===== src/design/elink_consts.svh =====
`ifndef ELINK_CONSTS_SVH
`define ELINK_CONSTS_SVH

// line bits per bit_clk
`define ELINK_W 2

// bits per 8b10b symbol
`define SYM_LEN 10

// bit_clk cycles per symbol slot
`define SYM_CYC 5

// control bytes
// comma, sent as idle fill
`define K28_5 8'hBC
// start of packet
`define K28_1 8'h3C
// end of packet
`define K28_6 8'hDC

`endif


===== src/design/elink_pkg.sv =====
package elink_pkg;

  // frame code in the upper two bits of the input word
  typedef enum logic [1:0] {
    CODE_DATA  = 2'b00,
    CODE_EOP   = 2'b01,
    CODE_SOP   = 2'b10,
    CODE_COMMA = 2'b11
  } frame_code_e;

  typedef struct packed {
    frame_code_e code;
    logic [7:0]  data;
  } elink_word_t;

  // receiver output, one per aligned symbol
  typedef struct packed {
    logic [7:0] data;
    logic       ko;
    logic       code_err;
    logic       disp_err;
  } rx_sym_t;

  typedef enum logic {TX_IDLE, TX_SHIFT} tx_state_e;
  typedef enum logic {RX_HUNT, RX_LOCKED} rx_state_e;

  // 5b/6b table, rd- column, abcdei with a in bit 5
  localparam logic [5:0] ENC6_RDM [32] = '{
    6'b100111, 6'b011101, 6'b101101, 6'b110001, 6'b110101, 6'b101001, 6'b011001, 6'b111000,
    6'b111001, 6'b100101, 6'b010101, 6'b110100, 6'b001101, 6'b101100, 6'b011100, 6'b010111,
    6'b011011, 6'b100011, 6'b010011, 6'b110010, 6'b001011, 6'b101010, 6'b011010, 6'b111010,
    6'b110011, 6'b100110, 6'b010110, 6'b110110, 6'b001110, 6'b101110, 6'b011110, 6'b101011
  };

  // 3b/4b table, rd- column, fghj with f in bit 3, x.7 primary form
  localparam logic [3:0] ENC4_RDM [8] = '{
    4'b1011, 4'b1001, 4'b0101, 4'b1100, 4'b1101, 4'b1010, 4'b0110, 4'b1110
  };

  // K28 6b group and x.7 alternate 4b group, rd- forms
  localparam logic [5:0] K28_6B = 6'b001111;
  localparam logic [3:0] A7_4B  = 4'b0111;

  // 6b groups whose form depends on running disparity
  // D.07 is balanced but still has two forms
  function automatic logic sym6_dep(input logic [4:0] x);
    return ($countones(ENC6_RDM[x]) != 3) || (x == 5'd7);
  endfunction

  // x.3 flips like the unbalanced groups
  function automatic logic sym4_dep(input logic [2:0] y);
    return !(y inside {3'd1, 3'd2, 3'd5, 3'd6});
  endfunction

endpackage


===== src/design/elink_loop_top.sv =====
`timescale 1ns/1ps
`include "elink_consts.svh"

module elink_loop_top (
  input  logic                   bit_clk,
  input  logic                   arst_n,
  input  elink_pkg::elink_word_t edata_in,
  input  logic                   data_rdy,
  input  logic                   reverse_10b,
  input  logic                   swap_bits,
  output logic                   get_data_trig,
  output logic [`ELINK_W-1:0]    edata_out,
  output logic                   rx_valid,
  output elink_pkg::rx_sym_t     rx_sym
);

  // transmitter, 8b10b serializer onto the 2-bit line
  eproc_out_enc u_tx (
    .bit_clk       (bit_clk),
    .arst_n        (arst_n),
    .edata_in      (edata_in),
    .data_rdy      (data_rdy),
    .reverse_10b   (reverse_10b),
    .swap_bits     (swap_bits),
    .get_data_trig (get_data_trig),
    .edata_out     (edata_out)
  );

  // link chip side, same line options as the transmitter
  elink_rx_dec u_rx (
    .bit_clk     (bit_clk),
    .arst_n      (arst_n),
    .edata_in    (edata_out),
    .reverse_10b (reverse_10b),
    .swap_bits   (swap_bits),
    .rx_valid    (rx_valid),
    .rx_sym      (rx_sym)
  );

endmodule


===== src/design/elink_rx_dec.sv =====
`timescale 1ns/1ps
`include "elink_consts.svh"

module elink_rx_dec (
  input  logic                bit_clk,
  input  logic                arst_n,
  input  logic [`ELINK_W-1:0] edata_in,
  input  logic                reverse_10b,
  input  logic                swap_bits,
  output logic                rx_valid,
  output elink_pkg::rx_sym_t  rx_sym
);
  import elink_pkg::*;

  rx_state_e           state;
  logic [2:0]          phase;
  logic [`ELINK_W-1:0] pair;
  // newest pair enters at the top, oldest sits in bits 1:0
  logic [`SYM_LEN-1:0] win;
  // abcdei fghj, a in the MSB
  logic [`SYM_LEN-1:0] code;
  logic [5:0]          six;
  logic [3:0]          four;
  logic                rd;
  logic                rd_in;
  logic                rd1;
  logic                rd_nxt;
  logic                k28;
  logic [4:0]          x5;
  logic [2:0]          y3;
  logic                ok6;
  logic                ok4;
  logic                bad6;
  logic                bad4;
  rx_sym_t             dec;
  logic                aligned;

  assign pair = swap_bits ? {edata_in[0], edata_in[1]} : edata_in;

  // undo reversal and put a in the MSB in one step
  always_comb
  begin
    for (int i = 0; i < `SYM_LEN; i++)
      code[i] = reverse_10b ? win[i] : win[`SYM_LEN-1-i];
  end

  assign six  = code[9:4];
  assign four = code[3:0];
  // while hunting, trust the form of the incoming 6b group
  assign rd_in = (state == RX_LOCKED) ? rd : ($countones(six) < 3);

  always_comb
  begin
    x5   = '0;
    ok6  = 1'b0;
    bad6 = 1'b0;
    k28  = (six == K28_6B) || (six == ~K28_6B);
    if (k28)
    begin
      x5   = 5'd28;
      ok6  = 1'b1;
      bad6 = rd_in ? (six == K28_6B) : (six == ~K28_6B);
    end
    else
    begin
      for (int x = 0; x < 32; x++)
      begin
        if (six == ENC6_RDM[x])
        begin
          x5   = 5'(x);
          ok6  = 1'b1;
          bad6 = rd_in && sym6_dep(5'(x));
        end
        else if (sym6_dep(5'(x)) && six == ~ENC6_RDM[x])
        begin
          x5   = 5'(x);
          ok6  = 1'b1;
          bad6 = !rd_in;
        end
      end
    end
    rd1 = ($countones(six) == 3) ? rd_in : ($countones(six) > 3);
  end

  // 4b group, an exact form match wins over the wrong-disparity form
  always_comb
  begin
    y3   = '0;
    ok4  = 1'b0;
    bad4 = 1'b0;
    for (int y = 0; y < 8; y++)
    begin
      if (four == (sym4_dep(3'(y)) ? (rd1 ? ~ENC4_RDM[y] : ENC4_RDM[y]) :
                   ((k28 && !rd1) ? ~ENC4_RDM[y] : ENC4_RDM[y])))
      begin
        y3   = 3'(y);
        ok4  = 1'b1;
        bad4 = 1'b0;
      end
      else if (!ok4 && four == (sym4_dep(3'(y)) ? (rd1 ? ENC4_RDM[y] : ~ENC4_RDM[y]) :
                                ((k28 && rd1) ? ~ENC4_RDM[y] : ENC4_RDM[y])))
      begin
        y3   = 3'(y);
        ok4  = 1'b1;
        bad4 = 1'b1;
      end
    end
    // x.7 alternate form
    if (four == (rd1 ? ~A7_4B : A7_4B))
    begin
      y3   = 3'd7;
      ok4  = 1'b1;
      bad4 = 1'b0;
    end
    else if (!ok4 && four == (rd1 ? A7_4B : ~A7_4B))
    begin
      y3   = 3'd7;
      ok4  = 1'b1;
      bad4 = 1'b1;
    end
    rd_nxt = ($countones(four) == 2) ? rd1 : ($countones(four) > 2);
  end

  assign dec.data     = {y3, x5};
  assign dec.ko       = k28;
  assign dec.code_err = !(ok6 && ok4);
  assign dec.disp_err = bad6 || bad4;

  // hunt takes any clean K28.5, then every fifth window
  assign aligned = (state == RX_LOCKED) ? (phase == 3'(`SYM_CYC - 1)) :
                   (dec.ko && dec.data == `K28_5 && !dec.code_err);

  always_ff @(posedge bit_clk or negedge arst_n)
  begin
    if (!arst_n)
    begin
      state    <= RX_HUNT;
      phase    <= '0;
      rd       <= 1'b0;
      rx_valid <= 1'b0;
      win      <= '0;
    end
    else
    begin
      win      <= {pair, win[`SYM_LEN-1:`ELINK_W]};
      rx_valid <= aligned;
      if (aligned)
        rd <= rd_nxt;
      if (state == RX_HUNT)
      begin
        if (aligned)
        begin
          state <= RX_LOCKED;
          phase <= '0;
        end
      end
      else
        phase <= aligned ? 3'd0 : phase + 3'd1;
    end
  end

  always_ff @(posedge bit_clk)
  begin
    if (aligned)
      rx_sym <= dec;
  end

endmodule


===== src/design/enc_8b10b.sv =====
`timescale 1ns/1ps
`include "elink_consts.svh"

module enc_8b10b (
  input  logic                bit_clk,
  input  logic                arst_n,
  input  logic                load,
  input  logic [7:0]          din,
  input  logic                k,
  output logic [`SYM_LEN-1:0] dout
);
  import elink_pkg::*;

  logic [4:0]          x5;
  logic [2:0]          y3;
  logic                k28;
  // running disparity, 1 is positive
  logic                rd;
  // disparity between 6b and 4b groups
  logic                rd1;
  logic                rd_nxt;
  logic                use_a7;
  logic [5:0]          c6;
  logic [3:0]          c4;
  // abcdei fghj, a in the MSB
  logic [`SYM_LEN-1:0] code;
  logic [`SYM_LEN-1:0] dout_nxt;

  assign x5  = din[4:0];
  assign y3  = din[7:5];
  assign k28 = k && (x5 == 5'd28);

  always_comb
  begin
    // 6b group, alternate form when rd is positive
    if (k28)
      c6 = rd ? ~K28_6B : K28_6B;
    else if (rd && sym6_dep(x5))
      c6 = ~ENC6_RDM[x5];
    else
      c6 = ENC6_RDM[x5];
    rd1 = ($countones(c6) == 3) ? rd : ($countones(c6) > 3);

    // A7 avoids a run of five equal bits, and all K x.7 use it
    use_a7 = (y3 == 3'd7) &&
             (k || (!rd1 && (x5 inside {5'd17, 5'd18, 5'd20})) ||
              (rd1 && (x5 inside {5'd11, 5'd13, 5'd14})));
    c4 = use_a7 ? A7_4B : ENC4_RDM[y3];
    if (sym4_dep(y3))
      c4 = rd1 ? ~c4 : c4;
    // balanced K groups invert against rd-
    else if (k && !rd1)
      c4 = ~c4;
    rd_nxt = ($countones(c4) == 2) ? rd1 : ($countones(c4) > 2);
  end

  assign code = {c6, c4};

  // bit a goes out first, so it lands in bit 0
  always_comb
  begin
    for (int i = 0; i < `SYM_LEN; i++)
      dout_nxt[i] = code[`SYM_LEN-1-i];
  end

  // one symbol per load, disparity starts negative
  always_ff @(posedge bit_clk or negedge arst_n)
  begin
    if (!arst_n)
    begin
      rd   <= 1'b0;
      dout <= '0;
    end
    else if (load)
    begin
      rd   <= rd_nxt;
      dout <= dout_nxt;
    end
  end

endmodule


===== src/design/eproc_out_enc.sv =====
`timescale 1ns/1ps
`include "elink_consts.svh"

module eproc_out_enc (
  input  logic                   bit_clk,
  input  logic                   arst_n,
  input  elink_pkg::elink_word_t edata_in,
  input  logic                   data_rdy,
  input  logic                   reverse_10b,
  input  logic                   swap_bits,
  output logic                   get_data_trig,
  output logic [`ELINK_W-1:0]    edata_out
);
  import elink_pkg::*;

  tx_state_e           state;
  // slot 0 carries the request, slot 1 the capture
  logic [2:0]          slot;
  logic                capture;
  elink_word_t         word;
  logic [7:0]          enc_din;
  logic                enc_k;
  logic [`SYM_LEN-1:0] enc_dout;
  logic [`SYM_LEN-1:0] sym;
  logic [2:0]          pair_idx;
  logic [`ELINK_W-1:0] pair;

  // free-running slot counter, request pulse at slot 0
  always_ff @(posedge bit_clk or negedge arst_n)
  begin
    if (!arst_n)
    begin
      state         <= TX_IDLE;
      slot          <= '0;
      get_data_trig <= 1'b0;
    end
    else
    begin
      get_data_trig <= 1'b0;
      if (state == TX_IDLE)
      begin
        state         <= TX_SHIFT;
        get_data_trig <= 1'b1;
      end
      else if (slot == 3'(`SYM_CYC - 1))
      begin
        slot          <= '0;
        get_data_trig <= 1'b1;
      end
      else
        slot <= slot + 3'd1;
    end
  end

  // word sampled the cycle after the request, comma if nothing offered
  assign capture = (state == TX_SHIFT) && (slot == 3'd1);
  assign word    = data_rdy ? edata_in : '{code: CODE_COMMA, data: 8'h00};

  // frame code to byte and K flag
  always_comb
  begin
    enc_k   = 1'b1;
    enc_din = `K28_5;
    case (word.code)
      CODE_DATA:
      begin
        enc_k   = 1'b0;
        enc_din = word.data;
      end
      CODE_SOP: enc_din = `K28_1;
      CODE_EOP: enc_din = `K28_6;
      default:  enc_din = `K28_5;
    endcase
  end

  enc_8b10b u_enc (
    .bit_clk (bit_clk),
    .arst_n  (arst_n),
    .load    (capture),
    .din     (enc_din),
    .k       (enc_k),
    .dout    (enc_dout)
  );

  // MSB first when reversed
  always_comb
  begin
    for (int i = 0; i < `SYM_LEN; i++)
      sym[i] = reverse_10b ? enc_dout[`SYM_LEN-1-i] : enc_dout[i];
  end

  // symbol is out from slot 2 through slot 1 of the next slot
  assign pair_idx  = (slot >= 3'd2) ? slot - 3'd2 : slot + 3'd3;
  assign pair      = sym[pair_idx*`ELINK_W +: `ELINK_W];
  // bit 0 of the line carries the earlier bit unless swapped
  assign edata_out = swap_bits ? {pair[0], pair[1]} : pair;

endmodule


===== config.mk =====
export PLATFORM = sky130hd
export DESIGN_NAME = elink_loop_top
export DESIGN_NICKNAME = d
export VERILOG_FILES = /design/src/design/elink_pkg.sv /design/src/design/elink_loop_top.sv /design/src/design/elink_rx_dec.sv /design/src/design/enc_8b10b.sv /design/src/design/eproc_out_enc.sv
export VERILOG_INCLUDE_DIRS = /design/src /design/src/design
export SDC_FILE = /design/constraint.sdc
export NUM_CORES = 1
export LEC_CHECK = 0
export BUFFER_PORTS_ARGS = -buffer_cell sky130_fd_sc_hd__buf_4
export CAP_MARGIN = 30
export CELL_PAD_IN_SITES_DETAIL_PLACEMENT = 1
export CELL_PAD_IN_SITES_GLOBAL_PLACEMENT = 1
export CORE_MARGIN = 5
export CORE_UTILIZATION = 25
export DETAILED_ROUTE_END_ITERATION = 10
export PLACE_DENSITY_LB_ADDON = 0.1
export SETUP_SLACK_MARGIN = 0.1
export SLEW_MARGIN = 20
export SYNTH_ARGS = -nofsm -noshare
export SYNTH_HDL_FRONTEND = slang
export SYNTH_SLANG_ARGS = --single-unit

===== constraint.sdc =====
create_clock -name bit_clk -period 9.5 [get_ports bit_clk]
set_input_delay 1.9 -clock bit_clk [delete_from_list [all_inputs] [get_ports bit_clk]]
set_output_delay 1.9 -clock bit_clk [all_outputs]
set_load 0.01 [all_outputs]

==> impl_metrics.prom <==
# TYPE chip_impl_metric gauge
chip_impl_info{name="yosys_most_used_dff",value="sky130_fd_sc_hd__dfrtp_1"} 1
chip_impl_info{name="outcome",value="finished with violations"} 1
chip_impl_metric{name="cp_data_required_time",unit="ns"} 9.66
chip_impl_metric{name="gp_routability_congestion",unit=""} 0.845
chip_impl_metric{name="nNetsFinal",unit=""} 820
chip_impl_metric{name="layout.area.seq",unit="um^2"} 1130
chip_impl_metric{name="post-route-min-period",unit="ns"} 10.08
chip_impl_metric{name="total_power",unit="mW"} 2.86
chip_impl_metric{name="slew_headroom",unit=""} 0.312
chip_impl_metric{name="via_count",unit=""} 5506
chip_impl_metric{name="first_global_vias",unit=""} 5816
chip_impl_metric{name="routed_wire_length_per_instance",unit="um"} 17.5
chip_impl_metric{name="drt.antenna.violating_nets",unit=""} 0
chip_impl_metric{name="tightest_slew",unit="ns"} 1.03
chip_impl_info{name="violated_checks",value="setup timing"} 1
chip_impl_metric{name="post-dp-hpwl",unit="um"} 13500
chip_impl_metric{name="detail_route.iter0.violations",unit=""} 197
chip_impl_metric{name="fin_hold_ws",unit="ns"} 0.411
chip_impl_info{name="worst_path_dominant_cell_family",value="adder cells"} 1
chip_impl_metric{name="drive_gt1_frac",unit=""} 0.266
chip_impl_info{name="cts_tree",value="done"} 1
chip_impl_metric{name="n_fill_cell",unit=""} 2468
chip_impl_metric{name="num_io_pins",unit=""} 30
chip_impl_metric{name="avgSynthCellArea",unit="um^2"} 7.96
chip_impl_metric{name="initial_core_util",unit=""} 0.254
chip_impl_metric{name="critPathBufInv",unit=""} 7
chip_impl_metric{name="routed_wl",unit="um"} 18100
chip_impl_metric{name="die_x",unit="um"} 156
chip_impl_metric{name="slew_violations",unit=""} 0
chip_impl_metric{name="cts_buffer_depth",unit=""} 2
chip_impl_metric{name="max_cap_viol_count",unit=""} 0
chip_impl_info{name="layout_commonest_cell",value="sky130_fd_sc_hd__buf_4"} 1
chip_impl_metric{name="cts-hold-fix-buffers",unit=""} 0
chip_impl_metric{name="synth_seq_cells",unit=""} 43
chip_impl_metric{name="final_setup_vio_count",unit=""} 1
chip_impl_metric{name="crit_arrival",unit="ns"} 10.24
chip_impl_metric{name="grt_overflow_total",unit=""} 0
chip_impl_metric{name="h_tree_level_count",unit=""} 2
chip_impl_metric{name="synth_sequential_area_ratio",unit=""} 0.212
chip_impl_metric{name="synth_nets",unit=""} 735
chip_impl_metric{name="placementRows",unit=""} 53
chip_impl_metric{name="die_height",unit="um"} 156
chip_impl_info{name="cpMaxStageDelayCell",value="sky130_fd_sc_hd__fa_1"} 1
chip_impl_metric{name="synth_to_final_area_change",unit="%"} 28.2
chip_impl_info{name="worstSetupStartpointType",value="input pin"} 1
chip_impl_metric{name="grt_max_degree",unit=""} 33
chip_impl_info{name="grt_setup_unrepaired",value="true"} 1
chip_impl_metric{name="grt_util_all_layers",unit=""} 0.148
chip_impl_metric{name="finalHoldViolations",unit=""} 0
chip_impl_metric{name="clock.fmax",unit="MHz"} 99.2
chip_impl_metric{name="timing.clock.skew",unit="ns"} 0.00425
chip_impl_metric{name="netlist_instances",unit=""} 671
chip_impl_metric{name="clk-insertion-delay-late",unit="ns"} 0.29
chip_impl_metric{name="post_route_drc_violation_count",unit=""} 0
chip_impl_metric{name="powerDensity",unit="nW/um^2"} 418
chip_impl_metric{name="synth_edf_count",unit=""} 11
chip_impl_metric{name="route.detailed.vias_per_inst",unit=""} 5.34
chip_impl_metric{name="worstPathMaxFanout",unit=""} 6
chip_impl_metric{name="netlist_area",unit="um^2"} 5340
chip_impl_metric{name="multiInputGateArea",unit="um^2"} 4080
chip_impl_metric{name="floorplan.core_area",unit="um^2"} 21000
chip_impl_metric{name="design_area",unit="um^2"} 6850
chip_impl_metric{name="initial_antenna_violation_count",unit=""} 0
chip_impl_metric{name="grt_pass1_wl",unit="um"} 30000
chip_impl_info{name="hold_path_class",value="flip-flop to flip-flop"} 1
chip_impl_metric{name="synthArstFlopShare",unit=""} 0.744
chip_impl_metric{name="timing.final.ws_setup",unit="ns"} -0.581
chip_impl_metric{name="drtPass1Iterations",unit=""} 4
chip_impl_metric{name="clk_pin_slew_worst_paths",unit="ns"} 0.07
chip_impl_info{name="cts-root-buf",value="sky130_fd_sc_hd__clkbuf_16"} 1
chip_impl_metric{name="synth.yosys.warnings",unit=""} 0
chip_impl_info{name="worst_path_most_repeated_cell",value="sky130_fd_sc_hd__fa_1"} 1
chip_impl_metric{name="detailed_place.area",unit="um^2"} 6300
chip_impl_metric{name="numCtsBuffers",unit=""} 5
chip_impl_info{name="most-common-layout-cells",value="sky130_fd_sc_hd__buf_4, sky130_fd_sc_hd__nand2_1, sky130_fd_sc_hd__nand3_1, sky130_fd_sc_hd__inv_1, sky130_fd_sc_hd__o21ai_0"} 1
chip_impl_metric{name="cts.sinks",unit=""} 43
chip_impl_metric{name="cpPeakStageDelay",unit="ns"} 0.56
chip_impl_info{name="critPathKind",value="input pin to flip-flop"} 1
chip_impl_metric{name="die_area",unit="um^2"} 24400
chip_impl_metric{name="leak",unit="nW"} 2.95
chip_impl_metric{name="num_antenna_cells",unit=""} 0
chip_impl_metric{name="ir_drop",unit="uV"} 299
chip_impl_metric{name="period_share",unit=""} 1.06
chip_impl_info{name="kind_of_end_point_of_the_critical_path",value="flip-flop"} 1
chip_impl_metric{name="synth.distinct_cells",unit=""} 80
chip_impl_metric{name="port_buffers",unit=""} 29
-- path summary, 6_finish.rpt --
path	end	from	cells past startpoint	slack [ns]
worst min register to register	u_rx.win[5]	u_rx.win[7]	0	0.41
max in group asynchronous	u_tx.u_enc.dout[3]	arst_n	1	7.63
min in group asynchronous	u_rx.phase[0]	arst_n	1	1.55
worst max-delay path	u_tx.u_enc.rd	edata_in[9]	38	-0.58
worst min-delay path	u_rx.win[5]	u_rx.win[7]	0	0.41
worst max register to register	u_tx.u_enc.rd	u_tx.u_enc.rd	22	3.71
-- what timing repair did --
item	CTS	global route
gates resized for setup	30	23
hold endpoints to repair	0	0
setup endpoints to repair	1	1
buffers inserted	14	7
pin swaps	30	31
-- stage by stage --
step,worst slack (ns),utilization,setup TNS (ns),instances
floorplan,-0.769,-,-0.769,671
global placement,-0.761,0.299,-0.761,1002
detailed placement,-1.02,0.300,-1.02,1003
CTS,-0.648,0.318,-0.648,1025
global route,-0.947,0.326,-0.947,1032
finish,-0.581,0.326,-0.581,1032
-- where the power goes --
part / total, mW / switching, mW / internal [mW]
Clock: 0.174 / 0.0775 / 0.0970
Sequential: 0.337 / 0.0690 / 0.268
Combinational: 2.35 / 1.26 / 1.09
-- state kept, by name, indices dropped and copies added (netlist names) --
signal / flops
u_rx.phase: 3
u_rx.rd: 1
u_rx.rx_sym: 11
u_rx.rx_valid: 1
u_rx.state: 1
u_rx.win: 10
u_tx.get_data_trig: 1
u_tx.slot: 3
u_tx.state: 1
u_tx.u_enc.dout: 10
u_tx.u_enc.rd: 1
-- Yosys cell counts, types with 15 or more instances --
cell | count | area share
sky130_fd_sc_hd__a21oi_1 | 36 | 0.034
sky130_fd_sc_hd__a31oi_1 | 15 | 0.018
sky130_fd_sc_hd__nand3_1 | 45 | 0.042
sky130_fd_sc_hd__o21ai_0 | 38 | 0.036
sky130_fd_sc_hd__o211ai_1 | 15 | 0.021
sky130_fd_sc_hd__dfrtp_1 | 32 | 0.15
sky130_fd_sc_hd__ha_1 | 39 | 0.091
sky130_fd_sc_hd__buf_2 | 15 | 0.014
sky130_fd_sc_hd__clkbuf_1 | 21 | 0.015
sky130_fd_sc_hd__nand2_1 | 78 | 0.055
sky130_fd_sc_hd__mux2i_1 | 16 | 0.030
sky130_fd_sc_hd__inv_1 | 43 | 0.030
sky130_fd_sc_hd__nor2_1 | 31 | 0.022
-- per-layer routing --
layer  GRT usage  routed length, um  part of all wire
met1       0.181               8050              0.44
met2       0.278               9300              0.51
met3      0.0186                497             0.027
met4      0.0273                254             0.014
met5           0                  0                 0
-- layout make-up --
type                    instances  area share
multi-input cells             539       0.595
flip-flops and latches         43       0.165
repair buffers                123       0.144
well taps                     275      0.0502
inverters                      44      0.0245
clock buffers                   5      0.0183
clock inverters                 3     0.00292
-- logic make-up after synthesis --
| logic type | count (synthesis) | share of synthesized area |
|---|---|---|
| AOI/OAI and AO/OA | 208 | 0.275 |
| adders and majority gates | 50 | 0.131 |
| DFF | 43 | 0.212 |
| buffers and inverters | 89 | 0.0726 |
| other | 1 | 0.000702 |
| xor gates and xnor gates | 8 | 0.0131 |
| and+or+nand+nor | 246 | 0.235 |
| muxes | 26 | 0.0616 |
Power figures use the tool's default switching activity.
